## src/design/rdma_req_arb_macros.svh

```systemverilog
`ifndef RDMA_REQ_ARB_MACROS_SVH
`define RDMA_REQ_ARB_MACROS_SVH

// ****************************************
// channel count and index width.
// ****************************************
`define RDMA_ARB_CHNL_NUM 4 // number of request channels sharing the stream.
`define RDMA_ARB_CHNL_LOG 2 // bits needed to name one channel.

// ****************************************
// stream beat field widths.
// ****************************************
`define RDMA_ARB_DATA_W 64 // payload bits per beat.
`define RDMA_ARB_USER_W 128 // request descriptor bits carried with each beat.
`define RDMA_ARB_KEEP_W (`RDMA_ARB_DATA_W / 32) // one keep bit covers one 32-bit word.

// the index width must cover every channel number.
// a channel count of 2 or more is expected.

`endif

```

## src/design/rdma_req_arb_pkg.sv

```systemverilog
`include "rdma_req_arb_macros.svh"

package rdma_req_arb_pkg;

    // ****************************************
    // channel index.
    // ****************************************
    typedef logic [`RDMA_ARB_CHNL_LOG-1:0] chnl_idx_t; // names one request channel.

    // ****************************************
    // one stream beat without its valid.
    // ****************************************
    typedef struct packed {
        logic                        last; // set on the final beat of a packet.
        logic [`RDMA_ARB_DATA_W-1:0] data; // request payload word.
        logic [`RDMA_ARB_USER_W-1:0] user; // request or interrupt descriptor.
        logic [`RDMA_ARB_KEEP_W-1:0] keep; // enables for each 32-bit word.
    } req_beat_t;

    // ****************************************
    // arbiter FSM states, one hot.
    // ****************************************
    typedef enum logic [2:0] {
        IDLE      = 3'b001, // no channel is requesting.
        SCHEDULE  = 3'b010, // the grant follows the round-robin candidate.
        REQ_TRANS = 3'b100  // the grant is locked until the packet ends.
    } arb_state_e;

endpackage : rdma_req_arb_pkg

```

## src/design/rr_grant_picker.sv

```systemverilog
`timescale 1ns/1ps
`include "rdma_req_arb_macros.svh"

module rr_grant_picker (
    input  logic                              rdma_clk,
    input  logic                              rst_n,
    input  logic [`RDMA_ARB_CHNL_NUM-1:0]     s_req_valid,  // request valid of every channel.
    input  logic                              pkt_done,     // last beat accepted this cycle.
    input  rdma_req_arb_pkg::chnl_idx_t       grant_idx,    // channel currently granted.
    output rdma_req_arb_pkg::chnl_idx_t       rr_candidate  // next channel in round-robin order.
);

    import rdma_req_arb_pkg::*;

    chnl_idx_t                       last_chnl;   // channel whose packet finished last.
    logic [2*`RDMA_ARB_CHNL_NUM-1:0] valid_twice; // valid vector laid end to end twice.
    logic [`RDMA_ARB_CHNL_NUM-1:0]   valid_rot;   // bit k is channel last plus one plus k.

    // folds a position back into the channel range.
    function automatic chnl_idx_t wrap_idx(input int unsigned pos);
        return chnl_idx_t'(pos % `RDMA_ARB_CHNL_NUM);
    endfunction

    // ****************************************
    // last served channel.
    // ****************************************
    always_ff @(posedge rdma_clk or negedge rst_n) begin
        if (!rst_n) begin
            last_chnl <= '0; // the search starts after channel 0.
        end else if (pkt_done) begin
            last_chnl <= grant_idx; // the channel that just sent its last beat.
        end
    end

    // ****************************************
    // rotating search.
    // ****************************************
    assign valid_twice = {s_req_valid, s_req_valid}; // doubling makes the rotation a slice.
    assign valid_rot   = valid_twice[last_chnl + 1 +: `RDMA_ARB_CHNL_NUM]; // starts after last.

    always_comb begin
        rr_candidate = wrap_idx(last_chnl + 1); // no request leaves the next channel in line.
        for (int k = `RDMA_ARB_CHNL_NUM - 1; k >= 0; k--) begin
            if (valid_rot[k]) begin
                rr_candidate = wrap_idx(last_chnl + 1 + k); // the lowest offset wins.
            end
        end
    end

endmodule

```

## src/design/req_arb_fsm.sv

```systemverilog
`timescale 1ns/1ps
`include "rdma_req_arb_macros.svh"

module req_arb_fsm (
    input  logic                          rdma_clk,
    input  logic                          rst_n,
    input  logic [`RDMA_ARB_CHNL_NUM-1:0] s_req_valid,  // request valid of every channel.
    input  rdma_req_arb_pkg::chnl_idx_t   rr_candidate, // channel offered by the picker.
    input  logic                          m_req_valid,  // output beat is valid.
    input  logic                          m_req_last,   // output beat ends a packet.
    input  logic                          m_req_ready,  // sink accepts the output beat.
    output rdma_req_arb_pkg::chnl_idx_t   grant_idx,    // channel routed to the output.
    output logic                          grant_active, // the mux may forward a beat.
    output logic                          pkt_done      // last beat of a packet accepted.
);

    import rdma_req_arb_pkg::*;

    arb_state_e cur_state;    // present state.
    arb_state_e nxt_state;    // state after the next edge.
    chnl_idx_t  grant_lock;   // grant held for the rest of a packet.
    logic       any_valid;    // at least one channel requests.
    logic       is_schedule;  // FSM sits in SCHEDULE.
    logic       is_req_trans; // FSM sits in REQ_TRANS.
    logic       lock_grant;   // the packet continues past this cycle.

    assign any_valid    = |s_req_valid;
    assign is_schedule  = (cur_state == SCHEDULE);
    assign is_req_trans = (cur_state == REQ_TRANS);
    assign pkt_done     = m_req_valid & m_req_ready & m_req_last; // last beat handshake.
    assign lock_grant   = is_schedule & ~pkt_done & any_valid; // entry to REQ_TRANS.

    // ****************************************
    // grant outputs.
    // ****************************************
    assign grant_active = is_schedule | is_req_trans;
    assign grant_idx    = is_schedule ? rr_candidate : grant_lock; // locked once a packet runs.

    always_ff @(posedge rdma_clk or negedge rst_n) begin
        if (!rst_n) begin
            grant_lock <= '0;
        end else if (lock_grant) begin
            grant_lock <= rr_candidate; // freeze the channel picked in SCHEDULE.
        end
    end

    // ****************************************
    // state register and transitions.
    // ****************************************
    always_ff @(posedge rdma_clk or negedge rst_n) begin
        if (!rst_n) begin
            cur_state <= IDLE;
        end else begin
            cur_state <= nxt_state;
        end
    end

    always_comb begin
        nxt_state = cur_state; // hold unless a rule below fires.
        case (cur_state)
            IDLE: begin
                if (any_valid) begin
                    nxt_state = SCHEDULE; // a request wakes the arbiter.
                end
            end
            SCHEDULE: begin
                if (pkt_done) begin
                    nxt_state = SCHEDULE; // a one beat packet finished here.
                end else if (any_valid) begin
                    nxt_state = REQ_TRANS; // lock the grant for a longer packet.
                end else begin
                    nxt_state = IDLE; // nothing left to serve.
                end
            end
            REQ_TRANS: begin
                if (pkt_done) begin
                    nxt_state = SCHEDULE; // pick the next channel without a gap.
                end
            end
            default: nxt_state = IDLE; // recover from an illegal encoding.
        endcase
    end

endmodule

```

## src/design/req_stream_mux.sv

```systemverilog
`timescale 1ns/1ps
`include "rdma_req_arb_macros.svh"

module req_stream_mux (
    input  logic [`RDMA_ARB_CHNL_NUM-1:0]                         s_req_valid,  // channel valids.
    input  rdma_req_arb_pkg::req_beat_t [`RDMA_ARB_CHNL_NUM-1:0]  s_req_beat,   // channel beats.
    input  rdma_req_arb_pkg::chnl_idx_t                           grant_idx,    // routed channel.
    input  logic                                                  grant_active, // route enable.
    input  logic                                                  m_req_ready,  // sink ready.
    output logic [`RDMA_ARB_CHNL_NUM-1:0]                         s_req_ready,  // channel readies.
    output logic                                                  m_req_valid,  // output valid.
    output rdma_req_arb_pkg::req_beat_t                           m_req_beat    // output beat.
);

    // ****************************************
    // forward path.
    // ****************************************
    // the granted channel drives the output only while a grant is active.
    // tuser is carried as an opaque field and is never looked at here.
    assign m_req_valid = grant_active & s_req_valid[grant_idx];
    assign m_req_beat  = grant_active ? s_req_beat[grant_idx] : '0; // idle output is all zero.

    // ****************************************
    // ready return path.
    // ****************************************
    always_comb begin
        s_req_ready = '0; // channels without the grant always see ready low.
        if (grant_active) begin
            s_req_ready[grant_idx] = m_req_ready; // back-pressure reaches the owner only.
        end
    end

    // a beat held by a stalled sink stays on the output because the grant
    // cannot move until the packet ends and the owner keeps its beat.

endmodule

```

## src/design/rdma_req_arbiter.sv

```systemverilog
`timescale 1ns/1ps
`include "rdma_req_arb_macros.svh"

module rdma_req_arbiter (
    input  logic                                                  rdma_clk,
    input  logic                                                  rst_n,

    // request channels.
    input  logic [`RDMA_ARB_CHNL_NUM-1:0]                         s_req_valid,
    input  rdma_req_arb_pkg::req_beat_t [`RDMA_ARB_CHNL_NUM-1:0]  s_req_beat,
    output logic [`RDMA_ARB_CHNL_NUM-1:0]                         s_req_ready,

    // shared outgoing request stream.
    output logic                                                  m_req_valid,
    output rdma_req_arb_pkg::req_beat_t                           m_req_beat,
    input  logic                                                  m_req_ready
);

    import rdma_req_arb_pkg::*;

    chnl_idx_t rr_candidate; // next channel in round-robin order.
    chnl_idx_t grant_idx;    // channel currently routed to the output.
    logic      grant_active; // high in SCHEDULE and REQ_TRANS.
    logic      pkt_done;     // last beat of a packet accepted.

    // ****************************************
    // round-robin candidate.
    // ****************************************
    rr_grant_picker u_picker (
        .rdma_clk     (rdma_clk),
        .rst_n        (rst_n),
        .s_req_valid  (s_req_valid),
        .pkt_done     (pkt_done),
        .grant_idx    (grant_idx),
        .rr_candidate (rr_candidate)
    );

    // ****************************************
    // grant control.
    // ****************************************
    req_arb_fsm u_fsm (
        .rdma_clk     (rdma_clk),
        .rst_n        (rst_n),
        .s_req_valid  (s_req_valid),
        .rr_candidate (rr_candidate),
        .m_req_valid  (m_req_valid),
        .m_req_last   (m_req_beat.last), // packet end seen on the output.
        .m_req_ready  (m_req_ready),
        .grant_idx    (grant_idx),
        .grant_active (grant_active),
        .pkt_done     (pkt_done)
    );

    // ****************************************
    // data path.
    // ****************************************
    req_stream_mux u_mux (
        .s_req_valid  (s_req_valid),
        .s_req_beat   (s_req_beat),
        .grant_idx    (grant_idx),
        .grant_active (grant_active),
        .m_req_ready  (m_req_ready),
        .s_req_ready  (s_req_ready),
        .m_req_valid  (m_req_valid),
        .m_req_beat   (m_req_beat)
    );

endmodule

```

## config.mk

```make
export PLATFORM = sky130hd
export DESIGN_NAME = rdma_req_arbiter
export DESIGN_NICKNAME = d
export VERILOG_FILES = /design/src/design/rdma_req_arb_pkg.sv /design/src/design/rr_grant_picker.sv /design/src/design/req_arb_fsm.sv /design/src/design/req_stream_mux.sv /design/src/design/rdma_req_arbiter.sv
export VERILOG_INCLUDE_DIRS = /design/src /design/src/design
export SDC_FILE = /design/constraint.sdc
export NUM_CORES = 1
export LEC_CHECK = 0
export BUFFER_PORTS_ARGS = -buffer_cell sky130_fd_sc_hd__buf_4
export CORE_AREA = 2 2 383 385
export CTS_CLUSTER_SIZE = 25
export DETAILED_ROUTE_END_ITERATION = 10
export DIE_AREA = 0 0 385 387
export MAX_ROUTING_LAYER = met4
export PLACE_DENSITY = 0.3
export SLEW_MARGIN = 30
export SYNTH_ARGS = -nofsm -noshare
export SYNTH_HDL_FRONTEND = slang
export SYNTH_SLANG_ARGS = --single-unit
```

## constraint.sdc

```tcl
create_clock -name rdma_clk -period 2.8 [get_ports rdma_clk]
set_clock_uncertainty 0.05 [all_clocks]
set_input_delay 0.28 -clock rdma_clk [delete_from_list [all_inputs] [get_ports rdma_clk]]
set_output_delay 0.28 -clock rdma_clk [all_outputs]
set_load 0.01 [all_outputs]
```

==> results of run 1 <==
-- what timing repair did --
action                     in CTS  in global routing
hold endpoints to repair        6                  0
pin swaps                      34                 58
gates resized for setup       164                149
setup endpoints to repair     196                197
buffers inserted               25                 14
gates cloned                    9                 14
hold buffers                    1                  0
-- worst paths after layout --
check,start,to,slack [ps],cells past startpoint
worst max-delay path,u_picker.last_chnl[1],m_req_beat[155],-230,12
worst min-delay path,rst_n,u_fsm.grant_lock[0],380,2
worst max register to register,u_picker.last_chnl[1],u_fsm.grant_lock[1],280,9
worst min register to register,u_fsm.cur_state[0],u_fsm.cur_state[1],540,1
max in group asynchronous,rst_n,u_fsm.cur_state[0],2110,2
min in group rdma_clk,m_req_ready,u_picker.last_chnl[0],480,3
-- cells in the mapped netlist, types with 4 or more instances --
cell type / count / area share [%]
nor2_1: 205 / 13
a32oi_1: 195 / 29
a221o_1: 194 / 33
buf_2: 72 / 6.1
clkbuf_1: 41 / 2.6
buf_6: 17 / 3.2
nand2_1: 11 / 0.70
a21oi_1: 8 / 0.67
nand2b_1: 8 / 0.84
dfrtp_1: 6 / 2.5
o21ai_0: 6 / 0.51
buf_1: 5 / 0.32
inv_1: 5 / 0.32
a22oi_1: 4 / 0.51
mux2i_1: 4 / 0.67
-- worst max-delay path, cell delays in order, from the launching register on --
cell and delay, ps:
dfrtp_2 430, nor2b_4 140, buf_6 110, nor2_2 40, or3_4 380, o211ai_4 140
buf_8 190, clkbuf_16 180, a32oi_1 110, buf_4 170, nor2_1 290, a221o_1 170
buf_4 120
-- area by class of cell --
type / count / area (sq um) / area share [%]
Antenna cell: 18 / 45.04 / 0.2339
Clock buffer: 4 / 78.83 / 0.4092
Inverter: 5 / 22.52 / 0.1169
Multi-Input combinational cell: 674 / 6015 / 31.23
Sequential cell: 7 / 178.9 / 0.9289
Tap cell: 1917 / 2399 / 12.45
Timing Repair Buffer: 1219 / 10520 / 54.63
-- per-layer routing --
| metal | track usage, % | wire length [um] |
|---|---|---|
| met5 | - | 0 |
| met4 | 0.4545 | 671 |
| met3 | 2.617 | 6572 |
| met2 | 21.96 | 50030 |
| met1 | 17.48 | 48110 |
-- logic make-up after synthesis --
family / Yosys count / synth area share (%)
buffers and inverters: 143 / 12.86
AOI/OAI and AO/OA: 426 / 65.99
DFF: 7 / 2.972
muxes: 8 / 1.812
and+or+nand+nor: 240 / 16.38
-- power groups by stage --
stage	Combinational [uW]	Sequential [uW]	Clock (uW)
after floorplan	5870	188	0
after detailed placement	13300	219	0
final	15900	237	239
after global routing	16800	246	250
after CTS	15000	227	243
after global placement	13400	222	0
-- through the flow --
step	utilization [%]	instance area (sq um)	TNS, ps
after global routing	13.29	19260	-40380
after floorplan	-	5937	0
after detailed placement	11.59	16790	-6139
after global placement	11.59	16790	-9112
after CTS	12.60	18260	-26620
final	13.30	19260	-21240
-- registers in the layout, summed over array words and instances, names as in the netlist --
name                count
u_picker.last_chnl      2
u_fsm.grant_lock        2
u_fsm.cur_state         3
==> results.sh, run 1 <==
export IMPL_power_frac_clock_pct=1.5
export IMPL_p_seq_share_pct=1.5
export IMPL_period_minus_slack_ps=3035
export IMPL_total_power_uw=16340
export IMPL_ys_seq_elements=7
export IMPL_dp_cells=3775
export IMPL_synth_area_sq_mm=0.005937
export IMPL_ant_nets=0
export IMPL_drc_errors=0
export IMPL_via_per_inst=3.404
export IMPL_drv_cap=0
export IMPL_worstPathArrival_ps=2700
export IMPL_grt_usage_pct=13.28
export IMPL_worstMarginPinSlew_ps=728.0
export IMPL_die_h_um=387
export IMPL_numCtsBuffers=3
export IMPL_p_leak_uw=0.008057
export IMPL_routedWlPerCell_um=27.42
export IMPL_coreArea_sq_mm=0.1449
export IMPL_p_sw_uw=8237
export IMPL_critPathLaunchType="flop"
export IMPL_ir_worst_vdd_mv=0.3991
export IMPL_comb_power_share_pct=97.1
export IMPL_synth_area_per_cell_sq_um=7.205
export IMPL_sw_frac_of_total_pct=50.42
export IMPL_cts_sinks=7
export IMPL_start_util_pct=4.098
export IMPL_routabilityCongestion=0.8947
export IMPL_pwr_density_cell_mw_per_mm2=848.2
export IMPL_endpoint_kind="output port"
export IMPL_max_slew_margin_pct=51.46
export IMPL_antenna_found_initial=49
export IMPL_critPathKind="flop to output port"
export IMPL_grt_pass1_vias=13310
export IMPL_p_int_uw=8100
export IMPL_drt_first_pass_iters=5
export IMPL_die_area_sq_mm=0.1490
export IMPL_finalHoldViolCount=0
export IMPL_stdcell_count=3844
export IMPL_htreeDepth=1
export IMPL_seq_area_frac_synth_pct=2.972
export IMPL_finalSetupViolations=192
export IMPL_clk_path_buf_depth=2
export IMPL_report_final_slew_viol_count=0
export IMPL_wirelength_um=105400
export IMPL_synth_cells=824
export IMPL_synth_enable_flop_cells=0
export IMPL_status="finished, violations left"
export IMPL_clkTransAtPathRegs_ps=40
export IMPL_async_flop_share_pct=100.0
export IMPL_syn_to_final_growth_pct=224.4
export IMPL_drt_initial_drc_count=794
export IMPL_nFillCells=16720
export IMPL_ioPinCount=987
export IMPL_path_max_fanout=8
export IMPL_worstSkewPairLatency_ps=230
export IMPL_grt_max_degree=90
export IMPL_drive_above_1_share_pct=70.61
export IMPL_yosysUniqueCellTypes=43
export IMPL_worstPathRequired_ps=2470
export IMPL_yosys_warnings=0
export IMPL_hpwlAfterDp_um=89560
export IMPL_gr_total_overflow=0
export IMPL_io_buffers=986
export IMPL_layout_nets=2697
export IMPL_vias=13090
export IMPL_rsz0062_at_grt="yes"
export IMPL_synth_main_ff_cell="dfrtp_1"
export IMPL_rows=140
export IMPL_fp_dieW_um=385
export IMPL_timing_final_crit_share_pct=108.4
export IMPL_root_buffer="clkbuf_16"
export IMPL_holdWs_ps=383.8
export IMPL_hold_path_class="input port to async pin"
export IMPL_dpl_worst_slack_ps=-272.9
export IMPL_final_cell_mix="1046 x buf_4, 194 x a221o_1, 173 x nor2_1"
export IMPL_violations="negative setup slack"
export IMPL_cts_tree="built"
export IMPL_fin_ws_ps=-234.5
export IMPL_final_common_cell="buf_4"
export IMPL_fmax_mhz=329.5
export IMPL_grt_first_pass_wirelength_um=129800
export IMPL_syn_num_nets=1611
No activity file was read; power rests on OpenSTA's default activity.
==> run 2: changes to the inputs <==
--- a/config.mk
+++ b/config.mk
@@ -7,12 +7,13 @@
 export NUM_CORES = 1
 export LEC_CHECK = 0
 export BUFFER_PORTS_ARGS = -buffer_cell sky130_fd_sc_hd__buf_4
-export CORE_AREA = 2 2 383 385
+export CORE_AREA = 2 2 381 383
 export CTS_CLUSTER_SIZE = 25
 export DETAILED_ROUTE_END_ITERATION = 10
-export DIE_AREA = 0 0 385 387
+export DIE_AREA = 0 0 383 385
 export MAX_ROUTING_LAYER = met4
 export PLACE_DENSITY = 0.3
+export SKIP_LAST_GASP = 1
 export SLEW_MARGIN = 30
 export SYNTH_ARGS = -nofsm -noshare
 export SYNTH_HDL_FRONTEND = slang
==> constraint.sdc (replaced) <==
create_clock -name rdma_clk -period 2.49 [get_ports rdma_clk]
set_clock_uncertainty 0.05 [all_clocks]
set_input_delay 0.249 -clock rdma_clk [delete_from_list [all_inputs] [get_ports rdma_clk]]
set_output_delay 0.249 -clock rdma_clk [all_outputs]
set_load 0.01 [all_outputs]
==> results.sh, run 2 (same netlist as run 1, synthesis figures left out) <==
export IMPL_p_leak_uw=0.008009
export IMPL_dpl_cell_area_sq_mm=0.01687
export IMPL_dp_cells=3766
export IMPL_worstSkewPairLatency_ps=230
export IMPL_drv_cap=0
export IMPL_cp_num_buf_inv=6
export IMPL_start_util_pct=4.148
export IMPL_final_common_cell="buf_4"
export IMPL_rr_worst_depth=10
export IMPL_cp_top_family="buffers and inverters"
export IMPL_via_per_inst=3.472
export IMPL_top_regs="u_fsm.cur_state x3, u_fsm.grant_lock x2, u_picker.last_chnl x2"
export IMPL_htreeDepth=1
export IMPL_period_minus_slack_ps=3052
export IMPL_grt_pass1_vias=13260
export IMPL_reg2reg_slack_ps=80
export IMPL_finalSetupTns_ps=-85380
export IMPL_gr_total_overflow=0
export IMPL_drc_errors=0
export IMPL_fmax_mhz=327.6
export IMPL_ir_worst_vdd_mv=0.6709
export IMPL_worst_path_largest_cell_delay_ps=540
export IMPL_grt_usage_pct=13.35
export IMPL_final_cell_mix="1088 x buf_4, 194 x a221o_1, 177 x nor2_1"
export IMPL_drive_above_1_share_pct=69.22
export IMPL_layout_nets=2695
export IMPL_io_buffers=986
export IMPL_worstReg2RegEnd="u_fsm.grant_lock[0]"
export IMPL_ioPinCount=987
export IMPL_critPathLaunchType="flop"
export IMPL_die_h_um=385
export IMPL_critPathKind="flop to output port"
export IMPL_largest_register="u_fsm.cur_state"
export IMPL_reg2reg_from="u_fsm.cur_state[2]"
export IMPL_worstPathRequired_ps=2190
export IMPL_grt_first_pass_wirelength_um=129400
export IMPL_status="finished, violations left"
export IMPL_fin_area_sq_mm=0.01895
export IMPL_pwr_density_cell_mw_per_mm2=975.1
export IMPL_routabilityCongestion=0.9196
export IMPL_rows=139
export IMPL_fin_ws_ps=-562.3
export IMPL_finalSetupViolations=197
export IMPL_largest_reg_flops=3
export IMPL_cp_depth=11
export IMPL_clkTransAtPathRegs_ps=40
export IMPL_timing_final_crit_share_pct=122.6
export IMPL_endpoint_kind="output port"
export IMPL_cts_sinks=7
export IMPL_rsz0062_at_grt="yes"
export IMPL_total_power_uw=18480
export IMPL_numCtsBuffers=3
export IMPL_worstSetupEndpoint="m_req_beat[99]"
export IMPL_coreArea_sq_mm=0.1431
export IMPL_cts_tree="built"
export IMPL_finalHoldViolCount=0
export IMPL_hpwlAfterDp_um=89440
export IMPL_grt_max_degree=46
export IMPL_clk_path_buf_depth=2
export IMPL_syn_to_final_growth_pct=219.2
export IMPL_worstPathArrival_ps=2750
export IMPL_fp_dieW_um=383
export IMPL_hold_path_class="input port to async pin"
export IMPL_path_max_fanout=34
export IMPL_wirelength_um=105600
export IMPL_drt_first_pass_iters=5
export IMPL_slowest_stage="dfstp_2"
export IMPL_report_final_slew_viol_count=0
export IMPL_violations="negative setup slack"
export IMPL_root_buffer="clkbuf_16"
export IMPL_stdcell_count=3836
export IMPL_nFillCells=16500
export IMPL_routedWlPerCell_um=27.54
export IMPL_holdWs_ps=353.5
export IMPL_cp_cell_sequence="or2_1 -> buf_6 -> buf_4 -> nand2_4 -> buf_12 -> buf_6 -> buf_12 -> a32oi_1 -> nor2_1 -> a221o_1 -> buf_4"
export IMPL_ant_nets=0
export IMPL_die_area_sq_mm=0.1475
export IMPL_max_slew_margin_pct=66.50
export IMPL_worstMarginPinSlew_ps=500.2
export IMPL_worstSetupStartpoint="u_fsm.cur_state[0]"
export IMPL_vias=13320
export IMPL_antenna_found_initial=55
export IMPL_drt_initial_drc_count=990
[run 2: cell count changes in the layout (fill, tap and decap cells not counted), moves of 3 or more]
cell,change
buf_8,-18
nor2_2,-3
a32oi_1,+14
nor2_1,+4
a21oi_2,-3
diode_2,+8
buf_4,+42
buf_6,-27
a32oi_4,+3
a32oi_2,-17
bufbuf_16,+5
a21oi_1,+3
clkbuf_16,-4
[run 2: how the worst min path moves through the flow]
stage	endpoint	slack [ps]	cells past startpoint
after global placement	u_fsm.grant_lock[0]	20	1
after CTS	u_fsm.cur_state[2]	370	2
after global routing	u_fsm.grant_lock[0]	390	2
after floorplan	u_fsm.cur_state[1]	-100	0
final	u_fsm.cur_state[2]	350	2
after detailed placement	u_fsm.cur_state[2]	30	1
[run 2: metal layers]
layer	wire, um	track usage (%)	part of all wire (%)
met1	47440	17.24	45
met2	50410	21.99	48
met3	6862	3.173	6.5
met4	933	0.7801	0.88
met5	0	-	0
[run 2: worst register-to-register path: stages (launching register included)]
cell and delay [ps]:
dfrtp_1 360, nand2b_4 140, or2_1 220, buf_6 150, buf_6 120, buf_4 130
buf_4 120, or3_1 330, a21oi_1 250, o31ai_2 110, mux2_1 320
[run 2: what timing repair did]
action	CTS	global route
pin swaps	27	13
cloned	10	8
hold buffers	1	0
hold endpoints to repair	7	0
setup buffers	21	4
gates resized for setup	159	63
setup endpoints to repair	197	199
[run 2: area by class of cell]
type | count | area, sq um | share of cell area, %
Multi-Input combinational cell | 674 | 5888 | 31.07
Tap cell | 1903 | 2381 | 12.57
Sequential cell | 7 | 176.4 | 0.9310
Antenna cell | 26 | 65.06 | 0.3433
Inverter | 5 | 18.77 | 0.09904
Clock buffer | 4 | 78.83 | 0.4160
Timing Repair Buffer | 1217 | 10340 | 54.57
[run 2: power by group]
part,leakage [uW],internal (uW),switching [uW],total [uW]
Combinational,0.00789,8840,9130,18000
Clock,0.0000383,214,67.1,281
Sequential,0.0000819,176,50.0,226
[run 2: through the flow]
step / setup slack [ps] / util (%)
2_1_floorplan: 162.1 / -
6_report: -562.3 / 13.24
4_1_cts: -521.1 / 12.83
3_3_place_gp: -539.2 / 11.79
5_1_grt: -613.0 / 13.23
3_5_place_dp: -562.9 / 11.79
